$ cat config.mk
export PLATFORM = sky130hd
export DESIGN_NAME = microOpExpander
export DESIGN_NICKNAME = d
export VERILOG_FILES = /design/src/design/uopCtrlPkg.sv /design/src/design/armIsaPkg.sv /design/src/design/uopIfs.sv /design/src/design/microOpExpander.sv /design/src/design/uopSequencer.sv /design/src/design/regListTracker.sv /design/src/design/instrClassifier.sv
export SDC_FILE = /design/constraint.sdc
export NUM_CORES = 1
export LEC_CHECK = 0
export BUFFER_PORTS_ARGS = -buffer_cell sky130_fd_sc_hd__buf_4
export CAP_MARGIN = 20
export CORE_MARGIN = 5
export CORE_UTILIZATION = 40
export DETAILED_ROUTE_END_ITERATION = 8
export RECOVER_POWER = 100
export SETUP_SLACK_MARGIN = 0.15
export SLEW_MARGIN = 20
export SYNTH_ARGS = -nofsm -noshare
export SYNTH_HDL_FRONTEND = slang
export SYNTH_SLANG_ARGS = --single-unit
$ cat constraint.sdc
create_clock -name clk -period 5.8 [get_ports clk]
set_clock_uncertainty 0.05 [all_clocks]
set_input_delay 0.29 -clock clk [delete_from_list [all_inputs] [get_ports clk]]
set_output_delay 0.29 -clock clk [all_outputs]
set_load 0.005 [all_outputs]
$ cat src/design/uopCtrlPkg.sv
// Micro-op control types
package uopCtrlPkg;

	typedef enum logic [2:0] {
		clsPlain,
		clsRsr, // Register-shifted-register data processing
		clsMla, // Multiply-accumulate, short or long
		clsBl, // Branch with link
		clsLdm // Load multiple
	} instrClass_t;

	typedef enum logic [2:0] {
		stReady,
		stRsr,
		stMla,
		stBl,
		stLdm
	} seqState_t;

	typedef struct packed {
		logic firstRead; // Mux on the first read port
		logic wa3; // Write port goes to Rz
		logic ra2; // Second read port goes to Rz
		logic ra1; // First read port goes to Rz
	} rzSel_t;

	localparam rzSel_t rzNone = 4'b0000;
	localparam rzSel_t rzWrite = 4'b1100; // Result into Rz
	localparam rzSel_t rzReadB = 4'b0010;
	localparam rzSel_t rzReadA = 4'b0001;

	typedef logic [11:0] ldmOffset_t; // Immediate offset of one LDM transfer

	typedef struct packed {
		logic instrMux; // Micro-op replaces the fetched word
		logic noFlagUpdate;
		logic uopStall; // More micro-ops follow
		logic ldmForward;
		logic prevRsr;
		logic keepV;
	} uopCtrl_t;

endpackage

$ cat src/design/armIsaPkg.sv
// ARM instruction encoding
package armIsaPkg;

	typedef logic [31:0] armInstr_t; // Instruction or micro-op word
	typedef logic [3:0] armCond_t; // Condition field
	typedef logic [3:0] armReg_t; // Register number
	typedef logic [15:0] regList_t; // LDM register list

	typedef struct packed {
		logic n; // Negative
		logic z; // Zero
		logic c; // Carry
		logic v; // Overflow
	} armFlags_t;

	// Bit positions inside the instruction word
	localparam int condHi = 31;
	localparam int condLo = 28;
	localparam int classHi = 27;
	localparam int classLo = 25;
	localparam int bitP = 24; // Pre-index, also the link bit of B/BL
	localparam int bitU = 23; // Up, also the long bit of multiplies
	localparam int bitB = 22; // Byte, also signed for long multiplies
	localparam int bitA = 21; // Accumulate in multiplies
	localparam int bitSL = 20; // Set flags or load
	localparam int rnHi = 19;
	localparam int rnLo = 16;
	localparam int rdHi = 15;
	localparam int rdLo = 12;
	localparam int rsHi = 11;
	localparam int rsLo = 8;
	localparam int mulHi = 7; // Multiply marker nibble, also bits 7 and 4 of RSR
	localparam int mulLo = 4;
	localparam int listHi = 15; // Top of the LDM register list

	// Opcodes
	localparam logic [3:0] dpMov = 4'b1101;
	localparam logic [3:0] dpAdd = 4'b0100;
	localparam logic [3:0] mulMarker = 4'b1001;
	localparam logic [2:0] lsSingleImm = 3'b010; // Single load/store, immediate offset

	// Register numbers
	localparam armReg_t regLink = 4'd14;
	localparam armReg_t regPc = 4'd15;
	localparam armReg_t regRz = 4'd15; // Extended file entry, picked by regFileRz

	localparam int wordBytes = 4;

endpackage
$ cat src/design/uopIfs.sv
// Expander internal buses
`timescale 1ns/10ps

interface decodeIf
	import armIsaPkg::*;
	import uopCtrlPkg::*;
();
	armInstr_t instr; // Held instruction word
	instrClass_t cls;
	logic condPass; // Condition field holds for current flags
	logic addUp; // LDM transfers add their offset
	ldmOffset_t startOffset; // Offset of the first LDM transfer
	logic [4:0] listCount; // Set bits in the register list

	modport src (output instr, cls, condPass, addUp, startOffset, listCount);
	modport dst (input instr, cls, condPass, addUp, startOffset, listCount);
endinterface

interface ldmIf
	import armIsaPkg::*;
	import uopCtrlPkg::*;
();
	armReg_t nextReg; // Lowest pending register
	logic lastReg; // Only one register left
	ldmOffset_t curOffset; // Offset of this transfer
	logic take; // Transfer accepted this cycle

	modport src (
		output nextReg, lastReg, curOffset,
		input take
	);
	modport dst (
		input nextReg, lastReg, curOffset,
		output take
	);
endinterface

$ cat src/design/microOpExpander.sv
// Micro-op expander top
`timescale 1ns/10ps

module microOpExpander
	import armIsaPkg::*;
	import uopCtrlPkg::*;
(
	input logic clk,
	input logic reset,
	input armInstr_t defaultInstr, // Held by the pipeline while uopStall
	input logic stallUop, // Downstream back-pressure
	input armFlags_t flags,
	output logic instrMux,
	output logic noFlagUpdate,
	output logic uopStall,
	output logic ldmForward,
	output logic prevRsr,
	output logic keepV,
	output rzSel_t regFileRz,
	output armInstr_t uopInstr
);

	decodeIf decBus(); // Classifier to tracker and FSM
	ldmIf ldmBus(); // Tracker and FSM

	instrClassifier classifier (
		.dec(decBus.src),
		.instr(defaultInstr),
		.flags(flags)
	);

	regListTracker tracker (
		.clk(clk),
		.reset(reset),
		.dec(decBus.dst),
		.ldm(ldmBus.src)
	);

	uopSequencer sequencer (
		.clk(clk),
		.reset(reset),
		.stallUop(stallUop),
		.dec(decBus.dst),
		.ldm(ldmBus.dst),
		.instrMux(instrMux),
		.noFlagUpdate(noFlagUpdate),
		.uopStall(uopStall),
		.ldmForward(ldmForward),
		.prevRsr(prevRsr),
		.keepV(keepV),
		.regFileRz(regFileRz),
		.uopInstr(uopInstr)
	);

endmodule

$ cat src/design/uopSequencer.sv
// Micro-op expansion FSM
`timescale 1ns/10ps

module uopSequencer
	import armIsaPkg::*;
	import uopCtrlPkg::*;
(
	input logic clk,
	input logic reset,
	input logic stallUop,
	decodeIf.dst dec,
	ldmIf.dst ldm,
	output logic instrMux,
	output logic noFlagUpdate,
	output logic uopStall,
	output logic ldmForward,
	output logic prevRsr,
	output logic keepV,
	output rzSel_t regFileRz,
	output armInstr_t uopInstr
);

	seqState_t state, nextState;
	uopCtrl_t ctrl;
	logic ldmGo; // Passing LDM with a non-empty list
	logic isLong; // Long multiply form
	logic wantTake;
	armInstr_t ldmUop, mlaFirst;
	armCond_t cond;

	assign cond = dec.instr[condHi:condLo];
	assign isLong = dec.instr[bitU];
	assign ldmGo = (dec.cls == clsLdm) && dec.condPass && (dec.listCount != '0);

	// Single I-type load, pre-indexed, no writeback
	assign ldmUop = {cond, lsSingleImm, 1'b1, dec.addUp, 1'b0, 1'b0, 1'b1,
		dec.instr[rnHi:rnLo], ldm.nextReg, ldm.curOffset};

	// Multiply into Rz with A and S cleared
	assign mlaFirst = {cond, 4'b0000, isLong, dec.instr[bitB], 2'b00, regRz,
		isLong ? dec.instr[rdHi:rdLo] : 4'b0000,
		dec.instr[rsHi:rsLo], mulMarker, dec.instr[3:0]};

	always_ff @(posedge clk) begin
		if (reset) begin
			state <= stReady;
		end else if (!stallUop) begin // Back-pressure holds the state
			state <= nextState;
		end
	end

	always_comb begin
		nextState = stReady;
		ctrl = '0;
		regFileRz = rzNone;
		uopInstr = dec.instr; // Plain pass-through
		wantTake = 1'b0;
		case (state)
			stReady: begin
				case (dec.cls)
					clsRsr: begin // MOV Rz, shifter operand
						ctrl.instrMux = 1'b1;
						ctrl.noFlagUpdate = 1'b1;
						ctrl.uopStall = 1'b1;
						regFileRz = rzWrite;
						uopInstr = {dec.instr[condHi:classLo], dpMov, 1'b0, 4'b0000, regRz,
							dec.instr[rsHi:0]};
						nextState = stRsr;
					end
					clsMla: begin
						ctrl.instrMux = 1'b1;
						ctrl.uopStall = 1'b1;
						ctrl.keepV = 1'b1; // MUL leaves V alone
						regFileRz = rzWrite;
						uopInstr = mlaFirst;
						nextState = stMla;
					end
					clsBl: begin // MOV LR, PC
						ctrl.instrMux = 1'b1;
						ctrl.uopStall = 1'b1;
						uopInstr = {cond, 3'b000, dpMov, 1'b0, 4'b0000, regLink, 8'h00, regPc};
						nextState = stBl;
					end
					clsLdm: begin
						if (ldmGo) begin // Failing or empty falls through as plain
							ctrl.instrMux = 1'b1;
							ctrl.noFlagUpdate = 1'b1;
							ctrl.uopStall = !ldm.lastReg;
							wantTake = 1'b1;
							uopInstr = ldmUop;
							nextState = ldm.lastReg ? stReady : stLdm;
						end
					end
					default: ;
				endcase
			end
			stRsr: begin // Original op with Rz as unshifted operand
				ctrl.instrMux = 1'b1;
				ctrl.prevRsr = 1'b1;
				regFileRz = rzReadB;
				uopInstr = {dec.instr[condHi:rdLo], 8'h00, regRz};
			end
			stMla: begin
				ctrl.instrMux = 1'b1;
				if (isLong) begin // Accumulate into RdHi:RdLo
					uopInstr = {cond, 4'b0000, 1'b1, dec.instr[bitB], 1'b1, dec.instr[bitSL],
						dec.instr[rnHi:rnLo], dec.instr[rdHi:rdLo], dec.instr[rdHi:rdLo],
						mulMarker, dec.instr[rnHi:rnLo]};
				end else begin // ADD Rd, Rz, Rn keeping S
					regFileRz = rzReadA;
					uopInstr = {cond, 3'b000, dpAdd, dec.instr[bitSL], regRz,
						dec.instr[rnHi:rnLo], 8'h00, dec.instr[rdHi:rdLo]};
				end
			end
			stBl: begin // Plain branch, link bit cleared
				ctrl.instrMux = 1'b1;
				uopInstr = {dec.instr[condHi:classLo], 1'b0, dec.instr[bitU:0]};
			end
			stLdm: begin
				ctrl.instrMux = 1'b1;
				ctrl.noFlagUpdate = 1'b1;
				ctrl.ldmForward = 1'b1; // Base may come from a prior load
				ctrl.uopStall = !ldm.lastReg;
				wantTake = 1'b1;
				uopInstr = ldmUop;
				nextState = ldm.lastReg ? stReady : stLdm;
			end
			default: nextState = stReady;
		endcase
	end

	assign ldm.take = wantTake && !stallUop; // Tracker steps only on accepted transfers

	assign instrMux = ctrl.instrMux;
	assign noFlagUpdate = ctrl.noFlagUpdate;
	assign uopStall = ctrl.uopStall;
	assign ldmForward = ctrl.ldmForward;
	assign prevRsr = ctrl.prevRsr;
	assign keepV = ctrl.keepV;

endmodule

$ cat src/design/regListTracker.sv
// LDM register list tracker
`timescale 1ns/10ps

module regListTracker
	import armIsaPkg::*;
	import uopCtrlPkg::*;
(
	input logic clk,
	input logic reset,
	decodeIf.dst dec,
	ldmIf.src ldm
);

	regList_t pendList; // Registers still to load
	ldmOffset_t pendOffset; // Offset of the next transfer
	logic active; // Sequence under way
	regList_t srcList, lowBit, nextList;
	ldmOffset_t srcOffset, stepOffset;
	armReg_t lowReg;

	// An empty list means no sequence, so the fresh list is shown
	assign active = |pendList;
	assign srcList = active ? pendList : dec.instr[listHi:0];
	assign srcOffset = active ? pendOffset : dec.startOffset;

	assign lowBit = srcList & (~srcList + 16'd1); // Isolate lowest set bit
	assign nextList = srcList & ~lowBit;

	always_comb begin
		lowReg = '0;
		for (int i = listHi; i >= 0; i--) begin // Lowest index wins
			if (srcList[i]) lowReg = armReg_t'(i);
		end
	end

	assign stepOffset = dec.addUp ? srcOffset + ldmOffset_t'(wordBytes)
		: srcOffset - ldmOffset_t'(wordBytes);

	assign ldm.nextReg = lowReg;
	assign ldm.lastReg = (srcList != '0) && (nextList == '0);
	assign ldm.curOffset = srcOffset;

	always_ff @(posedge clk) begin
		if (reset) begin
			pendList <= '0;
		end else if (ldm.take) begin
			pendList <= nextList; // Drop the register just sent
		end
	end

	always_ff @(posedge clk) begin
		if (ldm.take) begin
			pendOffset <= stepOffset;
		end
	end

endmodule

$ cat src/design/instrClassifier.sv
// Instruction class decoder
`timescale 1ns/10ps

module instrClassifier
	import armIsaPkg::*;
	import uopCtrlPkg::*;
(
	decodeIf.src dec,
	input armInstr_t instr,
	input armFlags_t flags
);

	armCond_t cond;
	logic isRsr, isMla, isLdm, isBl;
	ldmOffset_t listBytes; // n * 4

	assign cond = instr[condHi:condLo];
	assign dec.instr = instr;

	// Class matches, in priority order below
	assign isRsr = (instr[classHi:classLo] == 3'b000) && !instr[mulHi] && instr[mulLo];
	assign isMla = (instr[classHi:bitP] == 4'b0000) && instr[bitA]
		&& (instr[mulHi:mulLo] == mulMarker);
	assign isLdm = (instr[classHi:classLo] == 3'b100) && instr[bitSL]; // Loads only
	assign isBl = ({instr[classHi:classLo], instr[bitP]} == 4'b1011);

	always_comb begin
		if (isRsr) dec.cls = clsRsr;
		else if (isMla) dec.cls = clsMla;
		else if (isLdm) dec.cls = clsLdm;
		else if (isBl) dec.cls = clsBl;
		else dec.cls = clsPlain;
	end

	always_comb begin
		case (cond)
			4'h0: dec.condPass = flags.z; // EQ
			4'h1: dec.condPass = !flags.z; // NE
			4'h2: dec.condPass = flags.c; // CS
			4'h3: dec.condPass = !flags.c; // CC
			4'h4: dec.condPass = flags.n; // MI
			4'h5: dec.condPass = !flags.n; // PL
			4'h6: dec.condPass = flags.v; // VS
			4'h7: dec.condPass = !flags.v; // VC
			4'h8: dec.condPass = flags.c && !flags.z; // HI
			4'h9: dec.condPass = !flags.c || flags.z; // LS
			4'hA: dec.condPass = (flags.n == flags.v); // GE
			4'hB: dec.condPass = (flags.n != flags.v); // LT
			4'hC: dec.condPass = !flags.z && (flags.n == flags.v); // GT
			4'hD: dec.condPass = flags.z || (flags.n != flags.v); // LE
			default: dec.condPass = 1'b1; // AL and unconditional space
		endcase
	end

	assign dec.listCount = 5'($countones(instr[listHi:0]));
	assign listBytes = ldmOffset_t'({dec.listCount, 2'b00});

	// LDM start offset from the P and U bits
	always_comb begin
		case ({instr[bitP], instr[bitU]})
			2'b00: begin // Decrement after
				dec.startOffset = listBytes - ldmOffset_t'(wordBytes);
				dec.addUp = 1'b0;
			end
			2'b01: begin // Increment after
				dec.startOffset = '0;
				dec.addUp = 1'b1;
			end
			2'b10: begin // Decrement before
				dec.startOffset = listBytes;
				dec.addUp = 1'b0;
			end
			default: begin // Increment before
				dec.startOffset = ldmOffset_t'(wordBytes);
				dec.addUp = 1'b1;
			end
		endcase
	end

endmodule

# Yosys cells after proc, flatten, opt, wreduce, memory -nomap -nowiden
# Cells that the tools add are included.
[totals]
reg_bits = 31
input_bits = 39
output_inout_bits = 42
wordCells = 138
[classes]
n_addsub = 19
eq_ne = 28
mux = 51
bitwise_logic = 4
n_reduce_logical = 33
[op_table]
columns = ["operator", "n"]
rows = [
  ["$pmux 28 s5", 1],
  ["$pmux 28 s4", 1],
  ["$mux 4", 18],
  ["$pmux 12 s3", 1],
  ["$add 5x5->5", 7],
  ["$and 16x16->16", 2],
  ["$eq 4x4->1 const B", 8],
  ["$not 16->16", 2],
  ["$mux 28", 1],
  ["$mux 12", 2],
  ["$mux 23", 1],
  ["$mux 3", 6],
  ["$add 1x1->2", 8],
  ["$add 16x1->16 const B", 1],
  ["$eq 4x3->1 const B", 4],
  ["$logic_not 16->1", 1],
  ["$mux 16", 1],
  ["$reduce_bool 16->1", 1],
  ["$reduce_or 16->1", 1],
  ["$pmux 1 s14", 1],
  ["$add 12x3->12 const B", 1],
  ["$eq 3x2->1 const B", 4],
  ["$pmux 3 s4", 1],
  ["$pmux 4 s3", 1],
  ["other kinds (25)", 60],
]

# Logic depth before layout (Yosys ltp)
# Gate-level depths: netlist (run 1).
[depth]
depth_word = 21
ltp_mapped = 25
depth_no_buf = 25

# Cells and area by module
# A second synthesis (run 1) with hierarchy kept.
[unflattened]
hier_cells = 544
hier_area_um2 = 4230.3
[modules_own_cells]
columns = ["module", "instances", "cells_each", "area_per_inst_um2"]
rows = [
  ["regListTracker", 1, 232, 2044.5],
  ["uopSequencer", 1, 180, 1163.6],
  ["instrClassifier", 1, 132, 1022.2],
]

# Least setup slack after synthesis (run 1)
# Ideal clock, no wire load.
[synth_path]
path_kind = "input to register"
startpoint = "in defaultInstr[14]"
endpoint = "reg tracker.pendOffset[11] (data pin)"
setup_time_ns = 0.260
arrival_ns = 5.299
required_ns = 5.490
slack_ns = 0.191
stages = 22
path_cell_list = "ha_1 > inv_1 > fa_1 > inv_1 > fa_1 > fa_1 > inv_1 > fa_1 > inv_1 > ha_1 > inv_1 > fa_1 > nor4b_1 > xor2_1 > o31ai_1 > ha_1 > and3_1 > a21oi_1 > o211ai_1 > a31o_2 > a21oi_1 > xnor2_1"
[synth_between]
elab_chain_len = 9
word_cells_on_any_way = 10
classes_between = "add/sub (7); mux (3)"
[synth_rtl]
columns = ["item", "line", "text"]
rows = [
  ["start, declared", "microOpExpander.sv:10", "input armInstr_t defaultInstr,"],
  ["$add 1x1->2 (implied by the code) (*)", "instrClassifier.sv:55", "assign dec.listCount = 5'($countones(instr[listHi:0]));"],
  ["$add 5x5->5 (implied by the code) (*) (3 in a row)", "instrClassifier.sv:55", ""],
  ["$sub 7x3->8", "instrClassifier.sv:62", "dec.startOffset = listBytes - ldmOffset_t'(wordBytes);"],
  ["$pmux 12 s3 (*)", "instrClassifier.sv:60", "case ({instr[bitP], instr[bitU]})"],
  ["$mux 12 (*)", "regListTracker.sv:24", "assign srcOffset = active ? pendOffset : dec.startOffset;"],
  ["$add 12x3->12 / $sub 12x3->12 (equally long branches)", "regListTracker.sv:36, regListTracker.sv:37", ""],
  ["$mux 12 (*)", "regListTracker.sv:36", "assign stepOffset = dec.addUp ? srcOffset + ldmOffset_t'(wordBytes)"],
  ["named net tracker.stepOffset[11]", "regListTracker.sv:18", "ldmOffset_t srcOffset, stepOffset;"],
  ["end signal, assigned", "regListTracker.sv:53", "pendOffset <= stepOffset;"],
  ["end, declared", "regListTracker.sv:15", "ldmOffset_t pendOffset;"],
]
# Mark *: on every way through the listed nets, which the timed path passes. The rest lies on a longest branch.
# A chain may end at the register's enable or synchronous reset.

# Worst setup path after layout (run 1)
[layout_path]
startpoint = "in defaultInstr[12]"
endpoint = "reg tracker.pendOffset[11] (data pin)"
# The elaborated chain is that of the path after synthesis.

==> key figures, run 1 <==
STA
  • Final Max Slew Viols: 0
  • Setup_tns: 0 ns
  • Slew @ Worst Pin: 0.837 ns
  • Setup violations, final: 0
  • Minimum clock period: 5.56 ns
  • Fin. Hold Viols: 0
  • F_max: 180 MHz
  • Crit share post-route: 0.959
  • RSZ-0062 raised after global routing: yes
  • Slew margin rel.: 0.442

Routing
  • Total wire length after detailed routing: 16700 um
  • DRT antenna net count: 0
  • Drt wl/cell: 20.1 um
  • Drt initial violations: 426
  • Total number of vias: 4960
  • Pre-antenna DRT Iters: 6
  • DRC Markers: 0
  • Post-DR vias/cell: 5.98

Die
  • Starting density of the core: 0.407
  • Core Footprint: 0.0103 mm^2
  • Die Wd: 112 um
  • FP Rows: 37
  • Die area: 0.0126 mm^2
  • # IOs: 81
  • Die Y: 112 um

Place
  • Post-DP HPWL: 13100 um
  • PortBufs: 80
  • GP Congestion: 0.940

Yosys
  • Top FF cell, synth: dfxtp_1
  • Fraction of synthesis flops using an asynchronous set or reset pin: 0
  • Cell area after synthesis: 0.00418 mm^2
  • Avg Cell Area, Syn: 7.17 um^2
  • EDFF count, synth: 12
  • Syn_nets: 658
  • Seq/Total Area, Yosys: 0.172
  • Synthesized instance count: 583
  • Flops & latches, synth: 30
  • Yosys Warn Count: 0
  • Distinct cells, synth: 72

Critical path
  • Most used cell along the critical path: fa_1
  • Arr. time, crit path: 5.55 ns
  • Crit Path Category: in2reg
  • Slowest cell on the critical path: fa_2
  • CP max FO: 3
  • Reg2Reg Setup Slack: 1.51 ns
  • Slowest stage delay, CP: 0.57 ns
  • Critical Path Sink Type: register
  • Critical Path RT: 5.79 ns
  • WP buf/inv: 9
  • Worst path top cell family by delay: adder cells
  • Critical path launch point type: input port

Global routing
  • Layer with the highest usage: met2
  • Met1 Use GR: 0.372
  • Remaining global-route overflow: 0
  • Vias in the first global route: 4826
  • Largest net degree at the start of global routing: 30
  • Met3 Use GR: 0.0426
  • First-pass GRT wire length: 26300 um
  • Grt met2 use: 0.408
  • Initial antenna violation count: 0
  • GRT Total Usage: 0.259

Power and ir drop
  • PD cells: 349 mW/mm^2
  • Leakage: 2.42 nW
  • Power Total: 1.91 mW
  • Peak VDD IR: 0.287 mV

Layout
  • Register area: 721 um^2
  • Multi-input combinational cell area: 0.00326 mm^2
  • Fin nets: 768
  • Filler cells: 1061
  • Share of cells above drive strength 1: 0.269
  • Ant diodes: 0
  • Area grow syn2layout: 30.4%
  • Core Util, Final: 0.531

Clocking
  • Clk_lat worst skew: 0.30 ns
  • TritonCTS clock tree: yes
  • H-tree depth: 2
  • Clk slew on worst S/H paths: 0.07 ns
  • Clk sinks: 30
  • CTS Buf Count: 5
  • Largest buffer count on any clock path: 2
  • Root buf cell: clkbuf_8

Outcome
  • Status: completed

Worst hold path
  • Hold crit path type: in2reg

Run
  • Max Cap Viol: 0
-- per-layer routing --
metal	part of all wire	vias up
li1	-	2336
met1	0.43	2335
met2	0.46	259
met3	0.090	30
met4	0.020	0
met5	0	-
-- tightest hold or removal path, delay by kind of cell --
kind	cells	cell delay, ns
buffers and inverters	1	0.11
and+or+nand+nor	1	0.07
AOI/OAI and AO/OA	1	0.06
-- state kept, by name, summed over array words and instances, names as in the netlist --
register,flops
tracker.pendOffset,12
sequencer.state,3
tracker.pendList,15
-- cell type report --
cell class	count	share of cell area
Timing Repair Buffer	137	0.189
Sequential cell	30	0.132
Clock buffer	6	0.0133
Inverter	50	0.0344
Multi-Input combinational cell	469	0.598
Clock inverter	2	0.00184
Tap cell	136	0.0312
-- cells by family (layout without fill, tap and decap cells) --
logic type | count (synthesis) | after routing | synth area share
adders and majority gates | 36 | 36 | 0.129
muxes | 7 | 7 | 0.0212
DFF | 30 | 30 | 0.172
and+or+nand+nor | 202 | 202 | 0.227
AOI/OAI and AO/OA | 208 | 208 | 0.332
xor gates and xnor gates | 16 | 16 | 0.0335
buffers and inverters | 84 | 195 | 0.0849
-- final timing paths --
check                      startpoint                      to  cells past startpoint
hold reg to reg   tracker.pendList[7]     tracker.pendList[7]                      2
hold / removal               stallUop      sequencer.state[0]                      3
setup / recovery     defaultInstr[12]  tracker.pendOffset[11]                     26
setup reg to reg  tracker.pendList[5]  tracker.pendOffset[11]                     11
-- stage by stage --
stage / hold WS, ns / cell area, um^2 / cells / worst slack, ns
finish: 0.228 / 5450 / 830 / 0.236
CTS: 0.223 / 5270 / 824 / 0.168
detailed placement: 0.443 / 5140 / 812 / -0.265
global placement: 0.440 / 5140 / 812 / -0.134
floorplan: 0.383 / 4180 / 583 / 0.191
global route: 0.260 / 5450 / 830 / 0.0619
-- layout by cell type, fill, tap and decap left out, drive strengths merged, types with 13 or more instances in the layout --
cell	instances
a21oi	75
dfxtp	18
clkbuf	21
nor2	51
nand3	13
o21ai	23
nor3	19
inv	49
ha	24
buf	122
nand2	76
-- synth_stat cells (all sizes together), types with 3 or more instances --
cell	n	area share
a222oi	3	0.0072
nor2b	4	0.0060
o21ai	23	0.028
and2	6	0.0090
o221ai	3	0.0063
inv	49	0.044
mux2i	4	0.0096
a221oi	3	0.0078
fa	12	0.057
a31o	4	0.0084
nor3	19	0.025
xnor2	10	0.021
or3	4	0.0060
a21oi	75	0.091
edfxtp	12	0.086
o31ai	8	0.018
a41o	4	0.0096
a211oi	8	0.016
ha	24	0.072
o21a	10	0.018
dfxtp	18	0.086
buf	16	0.024
o31a	3	0.0063
a21boi	5	0.0090
or2	3	0.0045
a22o	5	0.010
and3	6	0.0090
a21o	7	0.013
nand2b	6	0.0090
o22ai	12	0.018
nor4	6	0.013
a31oi	10	0.015
xor2	6	0.013
o211ai	6	0.011
clkbuf	18	0.016
o21bai	4	0.0072
nand2	76	0.069
nor2	51	0.046
nand3	13	0.016
-- where the power goes --
group | total [mW] | leakage [nW] | switching (mW) | internal [mW]
Combinational | 1.46 | 2.12 | 0.743 | 0.721
Sequential | 0.265 | 0.254 | 0.00628 | 0.259
Clock | 0.177 | 0.0450 | 0.0932 | 0.0833
-- repair_timing --
action	CTS	global route
gates cloned	0	0
buffers inserted	4	6
pin swaps	6	26
endpoints found under the setup margin	4	21
hold buffers	0	0
resized for setup	5	33
No activity file was read; power rests on OpenSTA's default activity.
==> run 2: changes to the inputs <==
--- a/config.mk
+++ b/config.mk
@@ -10,6 +10,7 @@
 export CORE_MARGIN = 5
 export CORE_UTILIZATION = 40
 export DETAILED_ROUTE_END_ITERATION = 8
+export PLACE_DENSITY = 0.68
 export RECOVER_POWER = 100
 export SETUP_SLACK_MARGIN = 0.15
 export SLEW_MARGIN = 20
==> run 2 against run 1 <==
Compared with the run above: sequential cell count is the same; critical endpoint is now tracker.pendList[5]; total power down 7.3%; critical path depth fell by 1; sequential power hardly changed; final cell count is 1.9% lower; count of clock-buffer cells in the layout is the same; core utilization is 1.7 points lower; design area shrank 3.3%; clock power is 8% higher.
==> key figures, run 2 (synthesis results as in run 1) <==
Critical path
  • Critical Path Sink Type: register (unchanged)
  • Crit Path Category: in2reg (unchanged)
  • Arr. time, crit path: 5.70 ns (was 5.55 ns)
  • Critical Path RT: 5.96 ns (was 5.79 ns)
  • CP max FO: 13 (was 3)
  • Critical path launch point type: input port (unchanged)

Power and ir drop
  • Leakage: 2.35 nW (was 2.42 nW)
  • Peak VDD IR: 0.194 mV (was 0.287 mV)
  • PD cells: 335 mW/mm^2 (was 349 mW/mm^2)

Layout
  • Most common cell after layout, fill and taps aside: buf_4 (unchanged)
  • Most frequent cells in the layout: buf_4 (99), nand2_1 (75), a21oi_1 (71) (was buf_4 (117), nand2_1 (75), a21oi_1 (69))
  • Area grow syn2layout: 26.1% (was 30.4%)
  • Biggest register: tracker.pendList (unchanged)
  • Fin nets: 752 (was 768)
  • Max reg flops: 15 (unchanged)
  • Final cell count without fillers: 814 (was 830)
  • Share of cells above drive strength 1: 0.251 (was 0.269)
  • Ant diodes: 0 (unchanged)
  • Core Util, Final: 0.513 (was 0.531)
  • Top Registers: tracker.pendList x15, tracker.pendOffset x12, sequencer.state x3 (unchanged)
  • Final Instance Area: 0.00528 mm^2 (was 0.00545 mm^2)
  • Filler cells: 1023 (was 1061)

Die
  • # IOs: 81 (unchanged)
  • FP Rows: 37 (unchanged)
  • Die area: 0.0126 mm^2 (unchanged)
  • Starting density of the core: 0.407 (unchanged)
  • Die Y: 112 um (unchanged)
  • Die Wd: 112 um (unchanged)
  • Core Footprint: 0.0103 mm^2 (unchanged)

Routing
  • DRT antenna net count: 0 (unchanged)
  • Total number of vias: 4966 (was 4960)
  • Total wire length after detailed routing: 16400 um (was 16700 um)
  • Drt wl/cell: 20.1 um (about the same)
  • Drt initial violations: 516 (was 426)
  • Post-DR vias/cell: 6.10 (was 5.98)
  • Pre-antenna DRT Iters: 5 (was 6)
  • DRC Markers: 0 (unchanged)

Global routing
  • Met3 Use GR: 0.0415 (was 0.0426)
  • Initial antenna violation count: 0 (unchanged)
  • Grt met2 use: 0.381 (was 0.408)
  • Layer with the highest usage: met2 (unchanged)
  • Remaining global-route overflow: 0 (unchanged)
  • Vias in the first global route: 4654 (was 4826)
  • Largest net degree at the start of global routing: 31 (was 30)
  • Met1 Use GR: 0.347 (was 0.372)
  • GRT Total Usage: 0.247 (was 0.259)
  • First-pass GRT wire length: 25200 um (was 26300 um)

STA
  • Crit share post-route: 0.954 (was 0.959)
  • RSZ-0062 raised after global routing: yes (unchanged)
  • Final Max Slew Viols: 0 (unchanged)
  • Slew margin rel.: 0.292 (was 0.442)
  • Setup violations, final: 0 (unchanged)
  • F_max: 181 MHz (was 180 MHz)
  • Minimum clock period: 5.54 ns (was 5.56 ns)
  • Fin. Hold Viols: 0 (unchanged)
  • Slew @ Worst Pin: 1.06 ns (was 0.837 ns)

Clocking
  • Clk sinks: 30 (unchanged)
  • H-tree depth: 2 (unchanged)
  • Clk slew on worst S/H paths: 0.08 ns (was 0.07 ns)
  • Largest buffer count on any clock path: 2 (unchanged)
  • CTS Buf Count: 5 (unchanged)
  • TritonCTS clock tree: yes (unchanged)
  • Clk_lat worst skew: 0.29 ns (was 0.30 ns)
  • Root buf cell: clkbuf_8 (unchanged)

Run
  • Max Cap Viol: 0 (unchanged)

Place
  • Post-DP HPWL: 12600 um (was 13100 um)
  • PortBufs: 80 (unchanged)
  • Placed instance area: 0.00509 mm^2 (was 0.00514 mm^2)
  • # placed instances: 804 (was 812)
  • GP Congestion: 0.963 (was 0.940)

Worst hold path
  • Hold crit path type: in2reg (unchanged)

Outcome
  • Status: completed (unchanged)
==> run 2: area by class of cell <==
cell class / instances / area, um^2 / area share
multi-input combinational: 469 / 3200 / 0.606
tap: 136 / 170 / 0.0323
sequential: 30 / 721 / 0.137
timing repair buffer: 121 / 907 / 0.172
clock buffer: 6 / 82.6 / 0.0157
inverter: 50 / 188 / 0.0356
clock inverter: 2 / 11.3 / 0.00213
==> run 2: power breakdown <==
part	switching, mW	internal, mW	leakage (nW)	total (mW)
clock network	0.0965	0.0959	0.0515	0.192
logic	0.708	0.602	2.05	1.31
registers	0.00518	0.259	0.254	0.264
total	0.810	0.956	2.35	1.77
==> run 2: worst paths after layout <==
path | start | endpoint | slack, ns | cells after the start
max | defaultInstr[13] | tracker.pendList[5] | 0.26 | 25
min | stallUop | sequencer.state[0] | 0.23 | 3
max reg2reg | tracker.pendList[5] | tracker.pendOffset[11] | 1.61 | 11
min reg2reg | tracker.pendList[7] | tracker.pendList[7] | 0.45 | 2
==> run 2: what timing repair did <==
action / in CTS / in global routing
setup endpoints to repair: 7 / 21
hold buffers: 0 / 0
buffers inserted: 0 / 2
gates resized for setup: 2 / 31
pin swaps: 0 / 23
==> run 2: critical path: stages <==
cell	delay [ns]
buf_4	0.14
ha_4	0.27
inv_2	0.04
fa_2	0.57
inv_1	0.06
fa_2	0.34
fa_1	0.53
inv_1	0.05
fa_1	0.46
inv_1	0.07
ha_2	0.18
inv_2	0.05
fa_2	0.39
xor2_2	0.17
buf_4	0.16
a41oi_4	0.16
o31ai_4	0.15
a21oi_1	0.27
buf_6	0.16
nand2_1	0.06
buf_4	0.18
inv_2	0.06
dlymetal6s2s_1	0.50
a31oi_1	0.17
a211oi_1	0.22
==> run 2: routing by layer <==
metal	wire, um	vias to the layer above
met5	0	-
met4	658	0
met3	1590	49
met2	7100	312
met1	7040	2293
li1	-	2312
==> run 2: per-stage QoR <==
stage          TNS, ns  total power, mW  worst slack, ns  hold WS (ns)
2_1_floorplan        0             1.03            0.191         0.383
3_3_place_gp   -0.0318             1.42          -0.0248         0.435
3_5_place_dp    -0.319             1.44           -0.209         0.450
4_1_cts              0             1.65            0.116         0.220
5_1_grt        -0.0289             1.92          -0.0289         0.228
6_report             0             1.77            0.264         0.225
==> run 3: changes to the inputs <==
--- a/config.mk
+++ b/config.mk
@@ -5,6 +5,7 @@
 export SDC_FILE = /design/constraint.sdc
 export NUM_CORES = 1
 export LEC_CHECK = 0
+export ABC_AREA = 1
 export BUFFER_PORTS_ARGS = -buffer_cell sky130_fd_sc_hd__buf_4
 export CAP_MARGIN = 20
 export CORE_MARGIN = 5
==> run 3 against run 2 <==
Compared with the run above: non-clock buffer count decreased by 9; via count decreased by 3.9%; sequential share of layout area increased by 0.49 points; critical path type is now in2out; maximum frequency decreased by 1.4%; core utilization increased by 0.55 points; global-route usage decreased by 0.86 points; clock power about the same; sequential cell count unchanged; routed wire length decreased by 7.8%.
==> key figures, run 3 <==
Critical path
  • Slowest stage delay, CP: 0.53 ns (was 0.57 ns)
  • CP max FO: 4 (was 13)
  • WP buf/inv: 10 (was 11)
  • Worst path top cell family by delay: adder cells (unchanged)
  • Critical Path RT: 5.46 ns (was 5.96 ns)
  • Critical path launch point type: input port (unchanged)
  • Slowest cell on the critical path: fa_1 (was fa_2)
  • Arr. time, crit path: 5.28 ns (was 5.70 ns)
  • Critical Path Sink Type: output port (was register)
  • Most used cell along the critical path: inv_1
  • Crit Path Category: in2out (was in2reg)

Layout
  • Most common cell after layout, fill and taps aside: nand2_1 (was buf_4)
  • Multi-input combinational cell area: 0.00283 mm^2 (was 0.00320 mm^2)
  • Most frequent cells in the layout: nand2_1 (106), inv_1 (103), buf_4 (91) (was buf_4 (99), nand2_1 (75), a21oi_1 (71))
  • Register area: 721 um^2 (unchanged)
  • Top Registers: tracker.pendList x15, tracker.pendOffset x12, sequencer.state x3 (unchanged)
  • Final Instance Area: 0.00509 mm^2 (was 0.00528 mm^2)
  • Ant diodes: 0 (unchanged)
  • Fin nets: 795 (was 752)
  • Filler cells: 995 (was 1023)
  • Share of cells above drive strength 1: 0.240 (was 0.251)
  • Biggest register: tracker.pendList (unchanged)
  • Max reg flops: 15 (unchanged)
  • Area grow syn2layout: 25.9% (was 26.1%)

Routing
  • Post-DR vias/cell: 5.59 (was 6.10)
  • Drt initial violations: 403 (was 516)
  • DRT antenna net count: 0 (unchanged)
  • DRC Markers: 0 (unchanged)
  • Total number of vias: 4771 (was 4966)
  • Total wire length after detailed routing: 15100 um (was 16400 um)
  • Drt wl/cell: 17.7 um (was 20.1 um)
  • Pre-antenna DRT Iters: 8 (was 5)

Yosys
  • Post-synthesis compound-gate area fraction: 0.261 (was 0.332)
  • Avg Cell Area, Syn: 6.53 um^2 (was 7.17 um^2)
  • Post-Synth XOR/XNOR Area: 0.0325 (was 0.0335)
  • Seq/Total Area, Yosys: 0.178 (was 0.172)
  • Syn_nets: 695 (was 658)
  • Mux share of post-synthesis cell area: 0 (was 0.0212)
  • Distinct cells, synth: 51 (was 72)
  • Top FF cell, synth: dfxtp_1 (unchanged)
  • Synth area leaders: inv_1 (9.9%), nand2_1 (9.9%), dfxtp_1 (8.9%) (was a21oi_1 (8.9%), dfxtp_1 (8.6%), edfxtp_1 (8.6%))
  • Cell area after synthesis: 0.00405 mm^2 (was 0.00418 mm^2)
  • Yosys top cell area share: 0.0993 (was 0.0885)
  • Synth Area in Simple Gates: 0.250 (was 0.227)
  • Yosys Warn Count: 0 (unchanged)
  • Post-synth top cells: inv_1 (107), nand2_1 (107), nor2_1 (62) (was nand2_1 (75), a21oi_1 (74), nor2_1 (50))
  • Flops & latches, synth: 30 (unchanged)
  • Synthesized instance count: 620 (was 583)
  • Main combinational cell family by area after synthesis: compound AO/OA/AOI/OAI gates (unchanged)
  • Post-synth top area cell: inv_1 (was a21oi_1)
  • EDFF count, synth: 12 (unchanged)
  • Fraction of synthesis flops using an asynchronous set or reset pin: 0 (unchanged)
  • Adder-Cell Fraction of Synth Area: 0.134 (was 0.129)

STA
  • Setup_tns: 0 ns (unchanged)
  • Slew margin rel.: 0.304 (was 0.292)
  • RSZ-0062 raised after global routing: no (was yes)
  • Slew @ Worst Pin: 1.04 ns (was 1.06 ns)
  • F_max: 178 MHz (was 181 MHz)
  • Final worst slack: 0.183 ns (was 0.264 ns)
  • Fin. Hold Viols: 0 (unchanged)
  • Final Max Slew Viols: 0 (unchanged)
  • Setup violations, final: 0 (unchanged)
  • Crit share post-route: 0.968 (was 0.954)
  • Minimum clock period: 5.62 ns (was 5.54 ns)

Place
  • Placed instance area: 0.00491 mm^2 (was 0.00509 mm^2)
  • PortBufs: 80 (unchanged)
  • GP Congestion: 1.02 (was 0.963)
  • Post-DP HPWL: 12000 um (was 12600 um)
  • Post-Place Worst Slack: -0.103 ns (was -0.209 ns)

Global routing
  • GRT Total Usage: 0.239 (was 0.247)
  • Initial antenna violation count: 0 (unchanged)
  • Remaining global-route overflow: 0 (unchanged)
  • First-pass GRT wire length: 23900 um (was 25200 um)
  • Largest net degree at the start of global routing: 41 (was 31)
  • Vias in the first global route: 4613 (was 4654)

Power and ir drop
  • Sw Pwr: 0.896 mW (was 0.810 mW)
  • Clock network power share: 0.104 (was 0.109)
  • Comb pwr share: 0.748 (was 0.742)
  • Reg power frac: 0.148 (was 0.149)
  • Switch share: 0.484 (was 0.458)
  • Leakage: 2.53 nW (was 2.35 nW)
  • Peak VDD IR: 0.304 mV (was 0.194 mV)
  • Total internal power: 0.957 mW (was 0.956 mW)
  • PD cells: 364 mW/mm^2 (was 335 mW/mm^2)

Die
  • # IOs: 81 (unchanged)
  • Starting density of the core: 0.412 (was 0.407)
  • Die area: 0.0122 mm^2 (was 0.0126 mm^2)
  • Core Footprint: 0.00982 mm^2 (was 0.0103 mm^2)
  • Die Y: 111 um (was 112 um)
  • Die Wd: 111 um (was 112 um)
  • FP Rows: 36 (was 37)

Worst hold path
  • Hold crit path type: in2reg (unchanged)

Clocking
  • Clk sinks: 30 (unchanged)
  • TritonCTS clock tree: yes (unchanged)
  • Clk_lat worst skew: 0.30 ns (was 0.29 ns)
  • Cts hold-fix bufs: 0 (unchanged)
  • CTS Buf Count: 5 (unchanged)
  • Clk slew on worst S/H paths: 0.08 ns (about the same)
  • Root buf cell: clkbuf_8 (unchanged)
  • Largest buffer count on any clock path: 2 (unchanged)
  • H-tree depth: 2 (unchanged)

Outcome
  • Status: completed (unchanged)

Run
  • Max Cap Viol: 0 (unchanged)
run 3: cell count changes after synthesis, moves of 17 or more:
cell	change
a21oi_1	-24
inv_1	+59
nand2_1	+32
nand3_1	+17
o21ai_0	+39
run 3: path summary, 6_finish.rpt:
check | from | endpoint | slack (ns) | cells after the start
worst max-delay path | defaultInstr[10] | uopInstr[11] | 0.18 | 27
worst min-delay path | reset | sequencer.state[2] | 0.12 | 2
worst max register to register | tracker.pendList[10] | tracker.pendOffset[10] | 1.38 | 18
worst min register to register | sequencer.state[1] | sequencer.state[1] | 0.46 | 2
run 3: worst register-to-register path, delay by kind of cell, from the launching register on:
kind | cells | cell delay (ns)
fa+ha+maj | 1 | 0.49
xor+xnor | 1 | 0.07
compound gates | 4 | 1.09
simple gates | 8 | 1.20
flops | 1 | 0.37
buf+inv | 4 | 0.90
run 3: per-stage QoR:
stage | utilization | total power [mW] | instances | hold WS [ns]
after CTS | 0.513 | 1.77 | 852 | 0.122
final | 0.519 | 1.85 | 854 | 0.121
after detailed placement | 0.500 | 1.54 | 843 | 0.436
after global routing | 0.519 | 2.01 | 854 | 0.116
after floorplan | - | 1.10 | 620 | 0.302
after global placement | 0.500 | 1.51 | 843 | 0.432
run 3: repair_timing:
item | 4_1_cts | 5_1_grt
pin swaps | 1 | 9
setup endpoints to repair | 10 | 25
setup buffers | 1 | 2
endpoints found under the hold margin | 0 | 0
gates resized for setup | 6 | 31
cloned | 0 | 0
run 3: metal layers:
| metal | vias up | track usage | share of wire |
|---|---|---|---|
| li1 | 2263 | - | - |
| met1 | 2153 | 0.315 | 0.41 |
| met2 | 293 | 0.369 | 0.44 |
| met3 | 62 | 0.0602 | 0.10 |
| met4 | 0 | 0.103 | 0.045 |
| met5 | - | 0 | 0 |
run 3: logic make-up after synthesis:
kind of cell | after synthesis
AOI/OAI and AO/OA | 172
xor gates and xnor gates | 15
adders and majority gates | 36
buffers and inverters | 139
DFF | 30
and+or+nand+nor | 228
run 3: area by class of cell:
cell class	count	share of cell area
inverter	120	0.0894
clock inverter	2	0.00221
tap	133	0.0327
sequential	30	0.141
clock buffer	6	0.0162
timing repair buffer	112	0.163
multi-input combinational	451	0.555
run 3: power groups by stage:
stage,clock network [mW],registers (mW),logic [mW]
after detailed placement,0,0.278,1.26
final,0.193,0.273,1.39
after global routing,0.206,0.274,1.53
after global placement,0,0.278,1.23
after CTS,0.196,0.273,1.30
after floorplan,0,0.276,0.827
